**src/design/ecc_pkg.sv**
```systemverilog
/* SECDED ECC definitions
   Codeword types plus the check-bit encoder and the syndrome builder */
package ecc_pkg;

   localparam int DATA_W = 32;

   // Six Hamming bits and one overall parity bit
   localparam int ECC_W = 7;
   localparam int CODE_W = DATA_W + ECC_W;

   typedef logic [DATA_W-1:0] data_t;
   typedef logic [ECC_W-1:0] ecc_t;

   // Data in bits 31:0, Hamming bits in 37:32, overall parity in bit 38
   typedef logic [CODE_W-1:0] code_t;

   // Bits 5:0 hold the Hamming syndrome, bit 6 the overall parity mismatch
   typedef logic [ECC_W-1:0] syndrome_t;

   // Data bits take the Hamming positions 1..38 that are not powers of two,
   // in ascending order, so data bit 0 sits at position 3
   function automatic ecc_t ecc_encode(data_t data);
      ecc_t ecc;
      int di;
      ecc = '0;
      di = 0;
      for (int unsigned pos = 1; pos < CODE_W; pos++) begin
         if ((pos & (pos - 1)) != 0) begin
            // Each check bit covers the positions that have its index bit set
            for (int k = 0; k < ECC_W - 1; k++) begin
               if (pos[k]) begin
                  ecc[k] = ecc[k] ^ data[di];
               end
            end
            di++;
         end
      end
      // Overall parity makes the XOR of the whole codeword zero
      ecc[ECC_W-1] = ^{ecc[ECC_W-2:0], data};
      return ecc;
   endfunction

   // A clean codeword gives an all-zero syndrome
   function automatic syndrome_t ecc_syndrome(code_t code);
      ecc_t chk;
      syndrome_t syn;
      chk = ecc_encode(code[DATA_W-1:0]);
      syn[ECC_W-2:0] = chk[ECC_W-2:0] ^ code[CODE_W-2:DATA_W];
      syn[ECC_W-1] = ^code;
      return syn;
   endfunction

endpackage

```
**src/design/mem_cfg_pkg.sv**
```systemverilog
/* DCCM memory configuration
   Word geometry of the two-bank data memory and its address types */
package mem_cfg_pkg;

   // Total words in the DCCM
   localparam int DCCM_DEPTH = 1024;

   // Words are interleaved over the banks by the low address bit
   localparam int NUM_BANKS = 2;
   localparam int BANK_DEPTH = DCCM_DEPTH / NUM_BANKS;

   localparam int ADDR_W = $clog2(DCCM_DEPTH);
   localparam int BANK_ADDR_W = $clog2(BANK_DEPTH);

   // Word address, bit 0 picks the bank
   typedef logic [ADDR_W-1:0] addr_t;

   // Word address inside one bank
   typedef logic [BANK_ADDR_W-1:0] bank_addr_t;

endpackage

```
**src/design/dccm_bank_if.sv**
```systemverilog
/* Controller to bank link
   Carries one bank request and the checked read result coming back */
interface dccm_bank_if import mem_cfg_pkg::*, ecc_pkg::*; ();

   // Request side
   logic       me;
   logic       we;
   bank_addr_t addr;
   data_t      wdata;
   code_t      inject;

   // Read result, meaningful in the cycle after a read was sampled
   data_t      rd_data;
   logic       single_err;
   logic       double_err;

   modport ctrl (
      output me, we, addr, wdata, inject,
      input  rd_data, single_err, double_err
   );

   modport bank (
      input  me, we, addr, wdata, inject,
      output rd_data, single_err, double_err
   );

endinterface

```
**src/design/dccm_ctrl.sv**
```systemverilog
/* DCCM controller
   Steers requests to the interleaved banks and registers the selected read result */
module dccm_ctrl import mem_cfg_pkg::*, ecc_pkg::*; (
   input  logic     CLK,
   input  logic     rst,
   input  logic     req,
   input  logic     we,
   input  addr_t    addr,
   input  data_t    wdata,
   input  code_t    inject,
   dccm_bank_if.ctrl bank0,
   dccm_bank_if.ctrl bank1,
   output logic     rd_valid,
   output data_t    rd_data,
   output logic     single_err,
   output logic     double_err,
   output addr_t    err_addr
);

   logic       bank_sel;
   bank_addr_t bank_addr;
   logic       rd_pend;
   addr_t      addr_q;
   data_t      pick_data;
   logic       pick_single;
   logic       pick_double;

   // Even words live in bank 0, odd words in bank 1
   assign bank_sel = addr[0];
   assign bank_addr = addr[ADDR_W-1:1];

   // Only the addressed bank is enabled, the rest of the request is shared
   assign bank0.me = req && !bank_sel;
   assign bank0.we = we;
   assign bank0.addr = bank_addr;
   assign bank0.wdata = wdata;
   assign bank0.inject = inject;

   assign bank1.me = req && bank_sel;
   assign bank1.we = we;
   assign bank1.addr = bank_addr;
   assign bank1.wdata = wdata;
   assign bank1.inject = inject;

   // One stage that follows a read while the bank output register fills
   always_ff @(posedge CLK) begin
      if (rst) begin
         rd_pend <= 1'b0;
      end else begin
         rd_pend <= req && !we;
      end
   end

   always_ff @(posedge CLK) begin
      addr_q <= addr;
   end

   // Bit 0 of the held address names the bank that answers
   assign pick_data = addr_q[0] ? bank1.rd_data : bank0.rd_data;
   assign pick_single = addr_q[0] ? bank1.single_err : bank0.single_err;
   assign pick_double = addr_q[0] ? bank1.double_err : bank0.double_err;

   // Flags are qualified so stale bank results never leak out
   always_ff @(posedge CLK) begin
      if (rst) begin
         rd_valid <= 1'b0;
         single_err <= 1'b0;
         double_err <= 1'b0;
         err_addr <= '0;
      end else begin
         rd_valid <= rd_pend;
         single_err <= rd_pend && pick_single;
         double_err <= rd_pend && pick_double;
         if (rd_pend && (pick_single || pick_double)) begin
            err_addr <= addr_q;
         end
      end
   end

   always_ff @(posedge CLK) begin
      rd_data <= pick_data;
   end

endmodule

```
**src/flat_wrapper.sv**
```systemverilog
// flat-port wrapper written by rule: the top's interface ports become plain ports
module dccm_ctrl_flat import mem_cfg_pkg::*, ecc_pkg::*;
  (CLK, rst, req, we, addr, wdata, inject, rd_valid, rd_data, single_err, double_err, err_addr, bank0_me, bank0_we, bank0_addr, bank0_wdata, bank0_inject, bank0_rd_data, bank0_single_err, bank0_double_err, bank1_me, bank1_we, bank1_addr, bank1_wdata, bank1_inject, bank1_rd_data, bank1_single_err, bank1_double_err);
  dccm_bank_if bank0_i ();
  dccm_bank_if bank1_i ();
  input  logic CLK;
  input  logic rst;
  input  logic req;
  input  logic we;
  input  addr_t addr;
  input  data_t wdata;
  input  code_t inject;
  output logic rd_valid;
  output data_t rd_data;
  output logic single_err;
  output logic double_err;
  output addr_t err_addr;
  output wire logic [$bits(bank0_i.me)-1:0] bank0_me;
  output wire logic [$bits(bank0_i.we)-1:0] bank0_we;
  output wire logic [$bits(bank0_i.addr)-1:0] bank0_addr;
  output wire logic [$bits(bank0_i.wdata)-1:0] bank0_wdata;
  output wire logic [$bits(bank0_i.inject)-1:0] bank0_inject;
  input wire logic [$bits(bank0_i.rd_data)-1:0] bank0_rd_data;
  input wire logic [$bits(bank0_i.single_err)-1:0] bank0_single_err;
  input wire logic [$bits(bank0_i.double_err)-1:0] bank0_double_err;
  output wire logic [$bits(bank1_i.me)-1:0] bank1_me;
  output wire logic [$bits(bank1_i.we)-1:0] bank1_we;
  output wire logic [$bits(bank1_i.addr)-1:0] bank1_addr;
  output wire logic [$bits(bank1_i.wdata)-1:0] bank1_wdata;
  output wire logic [$bits(bank1_i.inject)-1:0] bank1_inject;
  input wire logic [$bits(bank1_i.rd_data)-1:0] bank1_rd_data;
  input wire logic [$bits(bank1_i.single_err)-1:0] bank1_single_err;
  input wire logic [$bits(bank1_i.double_err)-1:0] bank1_double_err;
  assign bank0_me = bank0_i.me;
  assign bank0_we = bank0_i.we;
  assign bank0_addr = bank0_i.addr;
  assign bank0_wdata = bank0_i.wdata;
  assign bank0_inject = bank0_i.inject;
  assign bank0_i.rd_data = bank0_rd_data;
  assign bank0_i.single_err = bank0_single_err;
  assign bank0_i.double_err = bank0_double_err;
  assign bank1_me = bank1_i.me;
  assign bank1_we = bank1_i.we;
  assign bank1_addr = bank1_i.addr;
  assign bank1_wdata = bank1_i.wdata;
  assign bank1_inject = bank1_i.inject;
  assign bank1_i.rd_data = bank1_rd_data;
  assign bank1_i.single_err = bank1_single_err;
  assign bank1_i.double_err = bank1_double_err;
  dccm_ctrl u_core (.CLK(CLK), .rst(rst), .req(req), .we(we), .addr(addr), .wdata(wdata), .inject(inject), .bank0(bank0_i), .bank1(bank1_i), .rd_valid(rd_valid), .rd_data(rd_data), .single_err(single_err), .double_err(double_err), .err_addr(err_addr));
endmodule
```
**config.mk**
```make
export PLATFORM = sky130hd
export DESIGN_NAME = dccm_ctrl_flat
export DESIGN_NICKNAME = d
export VERILOG_FILES = /design/src/design/ecc_pkg.sv /design/src/design/mem_cfg_pkg.sv /design/src/design/dccm_bank_if.sv /design/src/design/dccm_ctrl.sv /design/src/flat_wrapper.sv
export SDC_FILE = /design/constraint.sdc
export NUM_CORES = 1
export LEC_CHECK = 0
export BUFFER_PORTS_ARGS = -buffer_cell sky130_fd_sc_hd__buf_2
export CORE_AREA = 3 3 140 142
export CTS_CLUSTER_SIZE = 12
export DETAILED_ROUTE_END_ITERATION = 10
export DIE_AREA = 0 0 143 145
export HOLD_SLACK_MARGIN = 0.03
export PLACE_DENSITY_LB_ADDON = 0.05
export SETUP_SLACK_MARGIN = 0.02
export SYNTH_ARGS = -nofsm -noshare
export SYNTH_HDL_FRONTEND = slang
export SYNTH_SLANG_ARGS = --single-unit
```
**constraint.sdc**
```tcl
create_clock -name CLK -period 2.3 [get_ports CLK]
set_clock_uncertainty 0.05 [all_clocks]
set_input_delay 0.23 -clock CLK [delete_from_list [all_inputs] [get_ports CLK]]
set_output_delay 0.23 -clock CLK [all_outputs]
set_load 0.005 [all_outputs]
```
# [Word level (Yosys, flattened, before mapping)]
# Index checks and enable logic that the tools add are counted.
[classes] n_addsub=0 n_mul=0 div=0 n_lt_le_gt_ge=0 eq_ne=0 shifts=0 mux=3 bitwise=0 n_reduce_logical=9
[ops] operator="two-way mux 32 bit" count=1
[ops] operator="logical AND 1 bit" count=6
[ops] operator="zero test 1 bit" count=2
[ops] operator="two-way mux 1 bit" count=2
[ops] operator="logical OR 1 bit" count=1
[word_totals] register_bits=56 latch_bits=0 mem_bits_rw=0 rom_bits=0 out_inout_bits=209 word_cells=19 mem_count=0

# [Depth between registers and ports, before layout]
# Gate-level depths: netlist (run 1).
[logic_depth] ltp_word=3 depth_mapped=5 mapped_depth_nobuf=3

# [Least setup slack after synthesis (run 1)]
# OpenSTA, ideal clock, no wires.
[synth_timing] kind="register -> register" start="register u_core.addr_q[0]" end="register u_core.err_addr[1]" setup_ns=0.072 t_arrival_ns=0.979 required_time_ns=2.178 path_slack_ns=1.199 stages_incl_launch_ff=6 path_buffers=2 period_less_slack_ns=1.101 cell_sequence="dfxtp_1 > buf_6 > nand2b_4 > o21ai_2 > buf_6 > mux2i_1"
[synth_via] elab_chain_len=3 word_cells_on_any_way=4 cone_classes="2 x mux; 2 x reduce/logical"
[synth_lines] element="start: declaration" line_no="dccm_ctrl.sv:23" rtl="addr_t addr_q;"
[synth_lines] element="start signal: assignment" line_no="dccm_ctrl.sv:55" rtl="addr_q <= addr;"
[synth_lines] element="two-way mux 1 bit, on equally long branches" line_no="dccm_ctrl.sv:60, dccm_ctrl.sv:61"
[synth_lines] element="logical OR 1 bit (*)" line_no="dccm_ctrl.sv:74" rtl="if (rd_pend && (pick_single || pick_double)) begin"
[synth_lines] element="logical AND 1 bit (*)" line_no="dccm_ctrl.sv:74"
[synth_lines] element="end signal: assignment" line_no="dccm_ctrl.sv:75" rtl="err_addr <= addr_q;"
[synth_lines] element="end: declaration" line_no="dccm_ctrl.sv:17" rtl="output addr_t err_addr"
# Mark *: on every way between the ends. The rest lies on a longest branch, timed or not.
# A chain may end at the register's enable or synchronous reset.

# [Worst setup path after layout (run 1)]
# Ends and elaborated chain as after synthesis.

==> out/qor.txt, run 1 <==
share of cells above drive strength 1 = 0.650
Post-synth top flop = dfxtp_1
Placer Congestion = 0.616
crit-path cells = nand2b_4 -> o21ai_2 -> mux2i_1
via/cell ratio = 3.14
worst-skew pair later-pin latency = 0.31 ns
maximum net fanout on the critical path = 10
Layout area overhead = 0.777%
Post-DP HPWL = 5420 um
number of max-cap violations = 0
Worst Hold Path EP = u_core.rd_pend$_SDFF_PP0_
cell area power density = 696 nW/um^2
uppermost routed layer = met4
Synth Register Bits = 56
first-pass GRT wire length = 10100 um
top cell type's share of synthesized area = 0.405
Cells after Synth = 299
vias in the first global route = 1810
drt first pass iters = 4
total power = 0.00215 W
# H-tree levels = 2
Critical Path RT = 2.49 ns
Initial Util = 0.165
Fillers = 2101
worst vdd ir = 304 uV
yosys warns = 0
fin. max-slew vios = 0
DRC Markers = 0
CTS tree = done
CP Capture Type = flop
asr flop ratio synth = 0
Layout Nets = 449
Root Buffer = clkbuf_16
most common cell in the netlist = buf_4
metal3 WL = 863 um
Worst Hold Depth = 2
max_slew headroom = 0.541
Final Critical Period = 1.49 ns
P_leak = 1.42 nW
Worst Setup SP = u_core.addr_q[0]$_DFF_P_
reg2reg end = u_core.err_addr[1]$_SDFFE_PP0P_
Final Cycle Share = 0.649
Clock Sinks = 56
kind of start point of the critical path = flop
Reg2Reg Depth = 3
top cells by area, synth = buf_4 40%, dfxtp_1 37%, mux2_2 12%, nand2b_1 3.9%, mux2i_1 3.6%
Post-CTS Setup Bufs = 0
Worst-Margin Slew = 0.689 ns
Ports = 362
CP max-delay cell = o21ai_2
hold path start = we
Core Box Area = 18600 um^2
DR vias = 1669
Worst EP arrival = 1.68 ns
Critical Path Max Stage Delay = 0.54 ns
WL per Instance = 13.3 um
dominant cell type by area after synthesis = buf_4
grt ovf = 0
Buffers & Inverters on Critical Path = 0
Die H = 145 um
CTS max path bufs = 2
sequential area share after synthesis = 0.366
initial antenna violation count = 0
largest net degree at the start of global routing = 28
RSZ-0062 raised after global routing = false
Setup CP Type = flop to flop
Antenna Cells = 0
Setup TNS Final = 0 ns
setup violators final = 0
CTS Hold Bufs = 10
HP Class = input port to flop
Hold Fails Final Rpt = 0
WL met2 = 3410 um
die footprint = 20700 um^2
Worst path depth = 3
number of core rows = 50
Detailed Route WL = 7060 um
Worst-path clk slew = 0.08 ns
Post-CTS Resized = 0
Die Wd = 143 um
M1 WL = 2470 um
reg2reg setup slack = 0.81 ns
family with the most delay on the worst path = compound AO/OA/AOI/OAI gates
fmax = 0.670 GHz
GRT Overall Usage = 0.0659
antenna viol nets, final = 0
count of input and output buffers = 148
Cell Area, Synth = 3060 um^2
Num CTS Buffers = 5
DR iter-0 viols = 14
most common library cells after synthesis = 165 x buf_4, 56 x dfxtp_1, 32 x mux2_2
post-synthesis area per instance = 10.2 um^2
syn_nets = 452
Post-synth EDFFs = 0
R2R Path Start = u_core.addr_q[0]$_DFF_P_
status = completed
Synth cell types = 17
## metrics by stage
stage / cell area, um^2 / std cells / utilization / worst slack (ns) / hold WS [ns]
finish: 3090 / 531 / 0.166 / 0.808 / 0.0870
floorplan: 3060 / 299 / - / 1.20 / 0.208
global placement: 2840 / 513 / 0.153 / 0.800 / 0.305
detailed placement: 2840 / 513 / 0.153 / 0.758 / 0.306
global route: 3090 / 531 / 0.166 / 0.647 / 0.0768
CTS: 3090 / 531 / 0.166 / 0.727 / 0.0731
## worst reg2reg max path, delay by kind of cell, from the launching register on
kind	cells	cell delay [ns]
AOI/OAI and AO/OA	1	0.54
DFF	1	0.40
muxes	1	0.26
and+or+nand+nor	1	0.17
## power by group
| part | total (W) | internal, W | switching, W | leakage (nW) |
|---|---|---|---|---|
| logic | 0.000260 | 0.000161 | 0.0000991 | 0.883 |
| clock network | 0.000837 | 0.000414 | 0.000422 | 0.0708 |
| registers | 0.00105 | 0.00103 | 0.0000188 | 0.468 |
| total | 0.00215 | 0.00161 | 0.000540 | 1.42 |
## worst max path at each step
stage,endpoint,slack [ns]
2_1_floorplan,u_core.err_addr[1]$_SDFFE_PP0P_,1.20
3_3_place_gp,u_core.rd_data[10]$_DFF_P_,0.80
3_5_place_dp,u_core.err_addr[2]$_SDFFE_PP0P_,0.76
4_1_cts,u_core.err_addr[3]$_SDFFE_PP0P_,0.73
5_1_grt,u_core.err_addr[3]$_SDFFE_PP0P_,0.65
6_report,u_core.err_addr[1]$_SDFFE_PP0P_,0.81
## per-layer routing
layer,global-route usage,vias up
li1,-,779
met2,0.106,139
met5,0,-
met1,0.0644,713
met4,0.0442,0
met3,0.0356,38
## cells by family (layout without fill, tap and decap cells)
group	after synthesis	after routing	synth area share
buffers and inverters	170	168	0.416
AOI/OAI and AO/OA	4	4	0.0110
muxes	43	43	0.154
DFF	56	56	0.366
and+or+nand+nor	26	26	0.0535
## placed cells by master, fill, tap and decap left out, types with 2 or more instances in the layout
cell / instances
buf_2: 148
clkbuf_16: 5
dfxtp_1: 55
dlygate4sd3_1: 10
inv_6: 2
mux2_2: 32
mux2i_1: 11
nand2b_1: 19
nor2_1: 3
## layout make-up
class | count | area, um^2 | share of cell area
Tap cell | 234 | 293 | 0.0949
Clock inverter | 3 | 25.0 | 0.00811
Clock buffer | 5 | 125 | 0.0406
Inverter | 1 | 3.75 | 0.00122
Sequential cell | 56 | 1120 | 0.364
Multi-Input combinational cell | 73 | 668 | 0.217
Timing Repair Buffer | 159 | 848 | 0.275
## flip-flops by register name (all words and copies together) (netlist names)
register / cells
u_core.rd_pend: 1
u_core.rd_valid: 1
u_core.addr_q: 10
u_core.single_err: 1
u_core.err_addr: 10
u_core.double_err: 1
u_core.rd_data: 32
Note: power is estimated with default switching activity, not from simulation.
==> inputs of run 2 (changes only) <==
- clock period: 2.3 -> 1.3 ns (I/O delays scaled with it)
==> run 2 against run 1 <==
Against the previous run:
- count of clock-buffer cells in the layout up 1
- cell area grew 24%
- worst setup slack worse by 0.70 ns
- hold slack got worse by 0.033 ns
- combinational power up 140%
- total power grew 92%
- non-clock buffer count up 67
- largest power group unchanged
==> out/qor.txt, run 2 (synthesis results as in run 1) <==
Ports = 362
Core Box Area = 18600 um^2
Int Pwr = 0.00317 W
Clock power frac = 0.395
Worst-path clk slew = 0.07 ns
initial antenna violation count = 0
via/cell ratio = 3.27
Initial Util = 0.165
Detailed Route WL = 7550 um
status = completed
# H-tree levels = 2
Die H = 145 um
Placer Congestion = 0.605
Setup TNS Final = 0 ns
Num CTS Buffers = 5
Fillers = 2008
Layout Nets = 516
DR iter-0 viols = 28
cell area power density = 1080 nW/um^2
Worst Setup SP = addr[0]
Final Cycle Share = 0.916
Placed Area = 2890 um^2
setup violators final = 0
most common cell after layout, fill and taps aside = buf_2
Net Sw Frac = 0.229
WL per Instance = 12.6 um
fin. max-slew vios = 0
Setup CP Type = input port to primary output
final core occ = 0.205
count of input and output buffers = 148
Antenna Cells = 0
die footprint = 20700 um^2
largest net degree at the start of global routing = 22
RSZ-0062 raised after global routing = false
R2R Path Start = u_core.addr_q[0]$_DFF_P_
GRT Overall Usage = 0.0734
max reg flops = 32
Layout area overhead = 24.6%
CP Capture Type = primary output
CTS max path bufs = 2
Final Critical Period = 1.19 ns
drt first pass iters = 3
P_leak = 1.73 nW
Reg2Reg Depth = 4
antenna viol nets, final = 0
DR vias = 1953
Die Wd = 143 um
CTS tree = done
kind of start point of the critical path = input port
Hold Fails Final Rpt = 0
DRC Markers = 0
worst vdd ir = 443 uV
Multi-input gate area = 671 um^2
Largest Register = u_core.rd_data
Worst EP arrival = 1.01 ns
Placed Cells = 515
Root Buffer = clkbuf_16
max_slew headroom = 0.803
sw power = 0.000943 W
WHS = 0.0542 ns
commonest cells after routing, fill and taps aside = 147 x buf_2, 76 x dlygate4sd3_1, 55 x dfxtp_1, 32 x mux2_2, 19 x nand2b_1
fin area = 3810 um^2
non-filler instance count after layout = 598
number of core rows = 50
part of the power in registers = 0.451
Register Area = 1120 um^2
vias in the first global route = 2185
critical path endpoint = bank1_me
HP Class = input port to flop
reg2reg end = u_core.err_addr[7]$_SDFFE_PP0P_
Clock Sinks = 56
number of max-cap violations = 0
first-pass GRT wire length = 11600 um
Post-DP HPWL = 5440 um
Critical Path RT = 1.12 ns
Regs by FF count = u_core.rd_data: 32 flops, u_core.addr_q: 10 flops, u_core.err_addr: 10 flops
reg2reg setup slack = 0.13 ns
Worst-Margin Slew = 0.296 ns
grt ovf = 0
share of cells above drive strength 1 = 0.533
Comb power frac = 0.154
Post-CTS Setup Bufs = 0
fmax = 0.840 GHz
worst-skew pair later-pin latency = 0.30 ns
maximum net fanout on the critical path = 3
run 2: changes by cell type in the layout (fill, tap and decap cells not counted):
cell / change
clkinvlp_4: -1
buf_4: -1
nor2_1: -1
dlygate4sd3_1: +66
bufinv_16: +1
clkbuf_1: +1
nor2_2: +1
inv_6: -1
buf_12: +3
buf_2: -1
run 2: through the flow:
| stage | setup WS [ns] | total power [W] |
|---|---|---|
| final | 0.110 | 0.00412 |
| after global routing | 0.0233 | 0.00437 |
| after CTS | 0.0524 | 0.00428 |
| after detailed placement | 0.155 | 0.00237 |
| after global placement | 0.172 | 0.00237 |
| after floorplan | 0.199 | 0.00247 |
run 2: metal layers:
metal | part of all wire | track usage | vias up | wire [um]
li1 | - | - | 913 | -
met1 | 0.35 | 0.0725 | 865 | 2650
met2 | 0.50 | 0.123 | 137 | 3790
met3 | 0.11 | 0.0372 | 38 | 796
met4 | 0.040 | 0.0413 | 0 | 304
met5 | 0 | 0 | - | 0
run 2: critical path, stage by stage:
cell           delay [ns]
dlygate4sd3_1        0.59
and2_1               0.17
buf_2                0.12
run 2: worst min-delay path by stage:
stage | to | cells past startpoint | from
2_1_floorplan | u_core.addr_q[0]$_DFF_P_ | 0 | addr[0]
3_3_place_gp | u_core.addr_q[6]$_DFF_P_ | 1 | addr[6]
3_5_place_dp | u_core.addr_q[6]$_DFF_P_ | 1 | addr[6]
4_1_cts | u_core.single_err$_SDFF_PP0_ | 3 | bank1_single_err
5_1_grt | u_core.single_err$_SDFF_PP0_ | 3 | bank1_single_err
6_report | u_core.single_err$_SDFF_PP0_ | 3 | bank1_single_err
run 2: final cells by class:
cell class | count | area share
clock inverters | 2 | 0.0102
repair buffers | 226 | 0.408
inverters | 1 | 0.000984
well taps | 234 | 0.0768
clock buffers | 6 | 0.0338
flip-flops and latches | 56 | 0.294
multi-input cells | 73 | 0.176
run 2: what timing repair did:
| item | CTS | global route |
|---|---|---|
| endpoints found under the setup margin | 0 | 11 |
| endpoints found under the hold margin | 44 | 0 |
| hold buffers | 76 | 0 |
| resized for setup | 0 | 1 |
run 2: power groups by stage:
stage | clock network [W] | logic [W] | registers (W)
4_1_cts | 0.00177 | 0.000653 | 0.00186
2_1_floorplan | 0 | 0.000561 | 0.00191
3_3_place_gp | 0 | 0.000471 | 0.00190
3_5_place_dp | 0 | 0.000471 | 0.00190
6_report | 0.00163 | 0.000634 | 0.00185
5_1_grt | 0.00180 | 0.000705 | 0.00187
==> inputs of run 3 (changes only) <==
- CORE_AREA: 3 3 140 142 -> 2 2 139 141
- CTS_BUF_LIST: unset -> sky130_fd_sc_hd__clkbuf_4 sky130_fd_sc_hd__clkbuf_8 sky130_fd_sc_hd__clkbuf_16
- DIE_AREA: 0 0 143 145 -> 0 0 141 143
==> run 3 against run 2 <==
Against the previous run:
- fmax decreased by 0.14%
- non-clock buffer count decreased by 1
- flip-flop and latch count unchanged
- total power increased by 0.94%
- first-iteration DRC count decreased by 21%
- count of clock-buffer cells in the layout unchanged
- global-route usage decreased by 0.28 points
- register-to-register slack improved by 0.02 ns
- clock power increased by 3%
- sequential power about the same
- die area decreased by 2.8%
- highest routed layer unchanged
==> out/qor.txt, run 3 (synthesis results as in run 1) <==
status = completed
kind of start point of the critical path = input port
cell area power density = 1090 nW/um^2
Root Buffer = clkbuf_16
Post-DP HPWL = 5140 um
Placer Congestion = 0.632
DR vias = 1893
Worst-Margin Slew = 0.324 ns
Detailed Route WL = 7270 um
# H-tree levels = 2
Die Wd = 141 um
Core Box Area = 18600 um^2
Initial Util = 0.165
CTS tree = done
Worst Hold Depth = 3
DR iter-0 viols = 22
max_slew headroom = 0.784
via/cell ratio = 3.17
RSZ-0062 raised after global routing = false
number of core rows = 50
Hold Fails Final Rpt = 0
HP Class = input port to flop
CP Capture Type = primary output
Ports = 362
fmax = 0.839 GHz
Final Cycle Share = 0.917
Buffers & Inverters on Critical Path = 2
R2R Path Start = u_core.rd_pend$_SDFF_PP0_
WL per Instance = 12.2 um
Antenna Cells = 0
crit-path cells = dlygate4sd3_1 -> and2_1 -> buf_2
reg2reg end = u_core.err_addr[6]$_SDFFE_PP0P_
vias in the first global route = 1986
first-pass GRT wire length = 10500 um
GR Util met3 = 0.0332
largest net degree at the start of global routing = 25
antenna viol nets, final = 0
share of cells above drive strength 1 = 0.534
Worst EP arrival = 1.01 ns
initial antenna violation count = 0
setup violators final = 0
Final Critical Period = 1.19 ns
CP max-delay cell = dlygate4sd3_1
Setup CP Type = input port to primary output
Setup TNS Final = 0 ns
die footprint = 20200 um^2
reg2reg setup slack = 0.15 ns
Critical Path Max Stage Delay = 0.59 ns
WHS = 0.0394 ns
number of max-cap violations = 0
commonest cells after routing, fill and taps aside = 147 x buf_2, 75 x dlygate4sd3_1, 55 x dfxtp_1, 32 x mux2_2, 19 x nand2b_1
final core occ = 0.204
Worst-path clk slew = 0.07 ns
DRC Markers = 0
Regs by FF count = u_core.rd_data: 32 flops, u_core.addr_q: 10 flops, u_core.err_addr: 10 flops
max reg flops = 32
worst vdd ir = 506 uV
count of input and output buffers = 148
met2 usage = 0.118
CTS max path bufs = 2
Layout area overhead = 24.1%
Post-CTS Setup Bufs = 0
Largest Register = u_core.rd_data
family with the most delay on the worst path = buffers and inverters
fin area = 3800 um^2
GRT Overall Usage = 0.0706
grt ovf = 0
Worst Hold Path EP = u_core.double_err$_SDFF_PP0_
Clock Sinks = 56
P_leak = 1.72 nW
hold path start = bank0_double_err
total power = 0.00415 W
fin. max-slew vios = 0
GR peak layer = met2
most common cell after layout, fill and taps aside = buf_2
Placed Area = 2880 um^2
met1 usage = 0.0702
drt first pass iters = 3
Reg2Reg Depth = 4
worst-skew pair later-pin latency = 0.30 ns
Die H = 143 um
Critical Path RT = 1.12 ns
maximum net fanout on the critical path = 3
Num CTS Buffers = 5
Layout Nets = 515
-- run 3: worst max path at each step --
stage | startpoint | endpoint | slack (ns) | depth (start not counted)
floorplan | u_core.addr_q[0]$_DFF_P_ | u_core.err_addr[1]$_SDFFE_PP0P_ | 0.20 | 5
global placement | u_core.addr_q[0]$_DFF_P_ | u_core.rd_data[26]$_DFF_P_ | 0.17 | 2
finish | addr[0] | bank1_me | 0.11 | 3
detailed placement | u_core.addr_q[0]$_DFF_P_ | u_core.rd_data[26]$_DFF_P_ | 0.15 | 2
global route | addr[0] | bank1_me | 0.05 | 3
CTS | addr[0] | bank1_me | 0.05 | 4
-- run 3: through the flow --
step                setup WS (ns)  std cells
global placement            0.168        515
detailed placement          0.149        515
finish                      0.108        597
floorplan                   0.199        299
global route               0.0517        597
CTS                        0.0492        598
-- run 3: layout make-up --
type	count	area, um^2
clock buffers	6	139
clock inverters	2	38.8
fillers	2036	14800
inverters	1	3.75
multi-input cells	73	668
flip-flops and latches	56	1120
well taps	234	293
repair buffers	225	1530
-- run 3: timing repair --
action | in CTS | in global routing
endpoints found under the hold margin | 43 | 0
setup endpoints to repair | 0 | 1
hold buffers | 75 | 0
gates resized for setup | 0 | 0
-- run 3: routing by layer --
layer / up-vias / part of all wire / wire length, um
met5: - / 0 / 0
met4: 0 / 0.043 / 316
met3: 49 / 0.11 / 807
met2: 127 / 0.48 / 3490
met1: 811 / 0.36 / 2650
li1: 906 / - / -
-- run 3: where the power goes --
| group | switching, W | internal (W) |
|---|---|---|
| logic | 0.000205 | 0.000422 |
| clock network | 0.000707 | 0.000969 |
| registers | 0.0000287 | 0.00182 |
-- run 3: tightest hold or removal path: stages --
cell and delay [ns]:
buf_2 0.09, mux2i_1 0.06, nor2_1 0.08
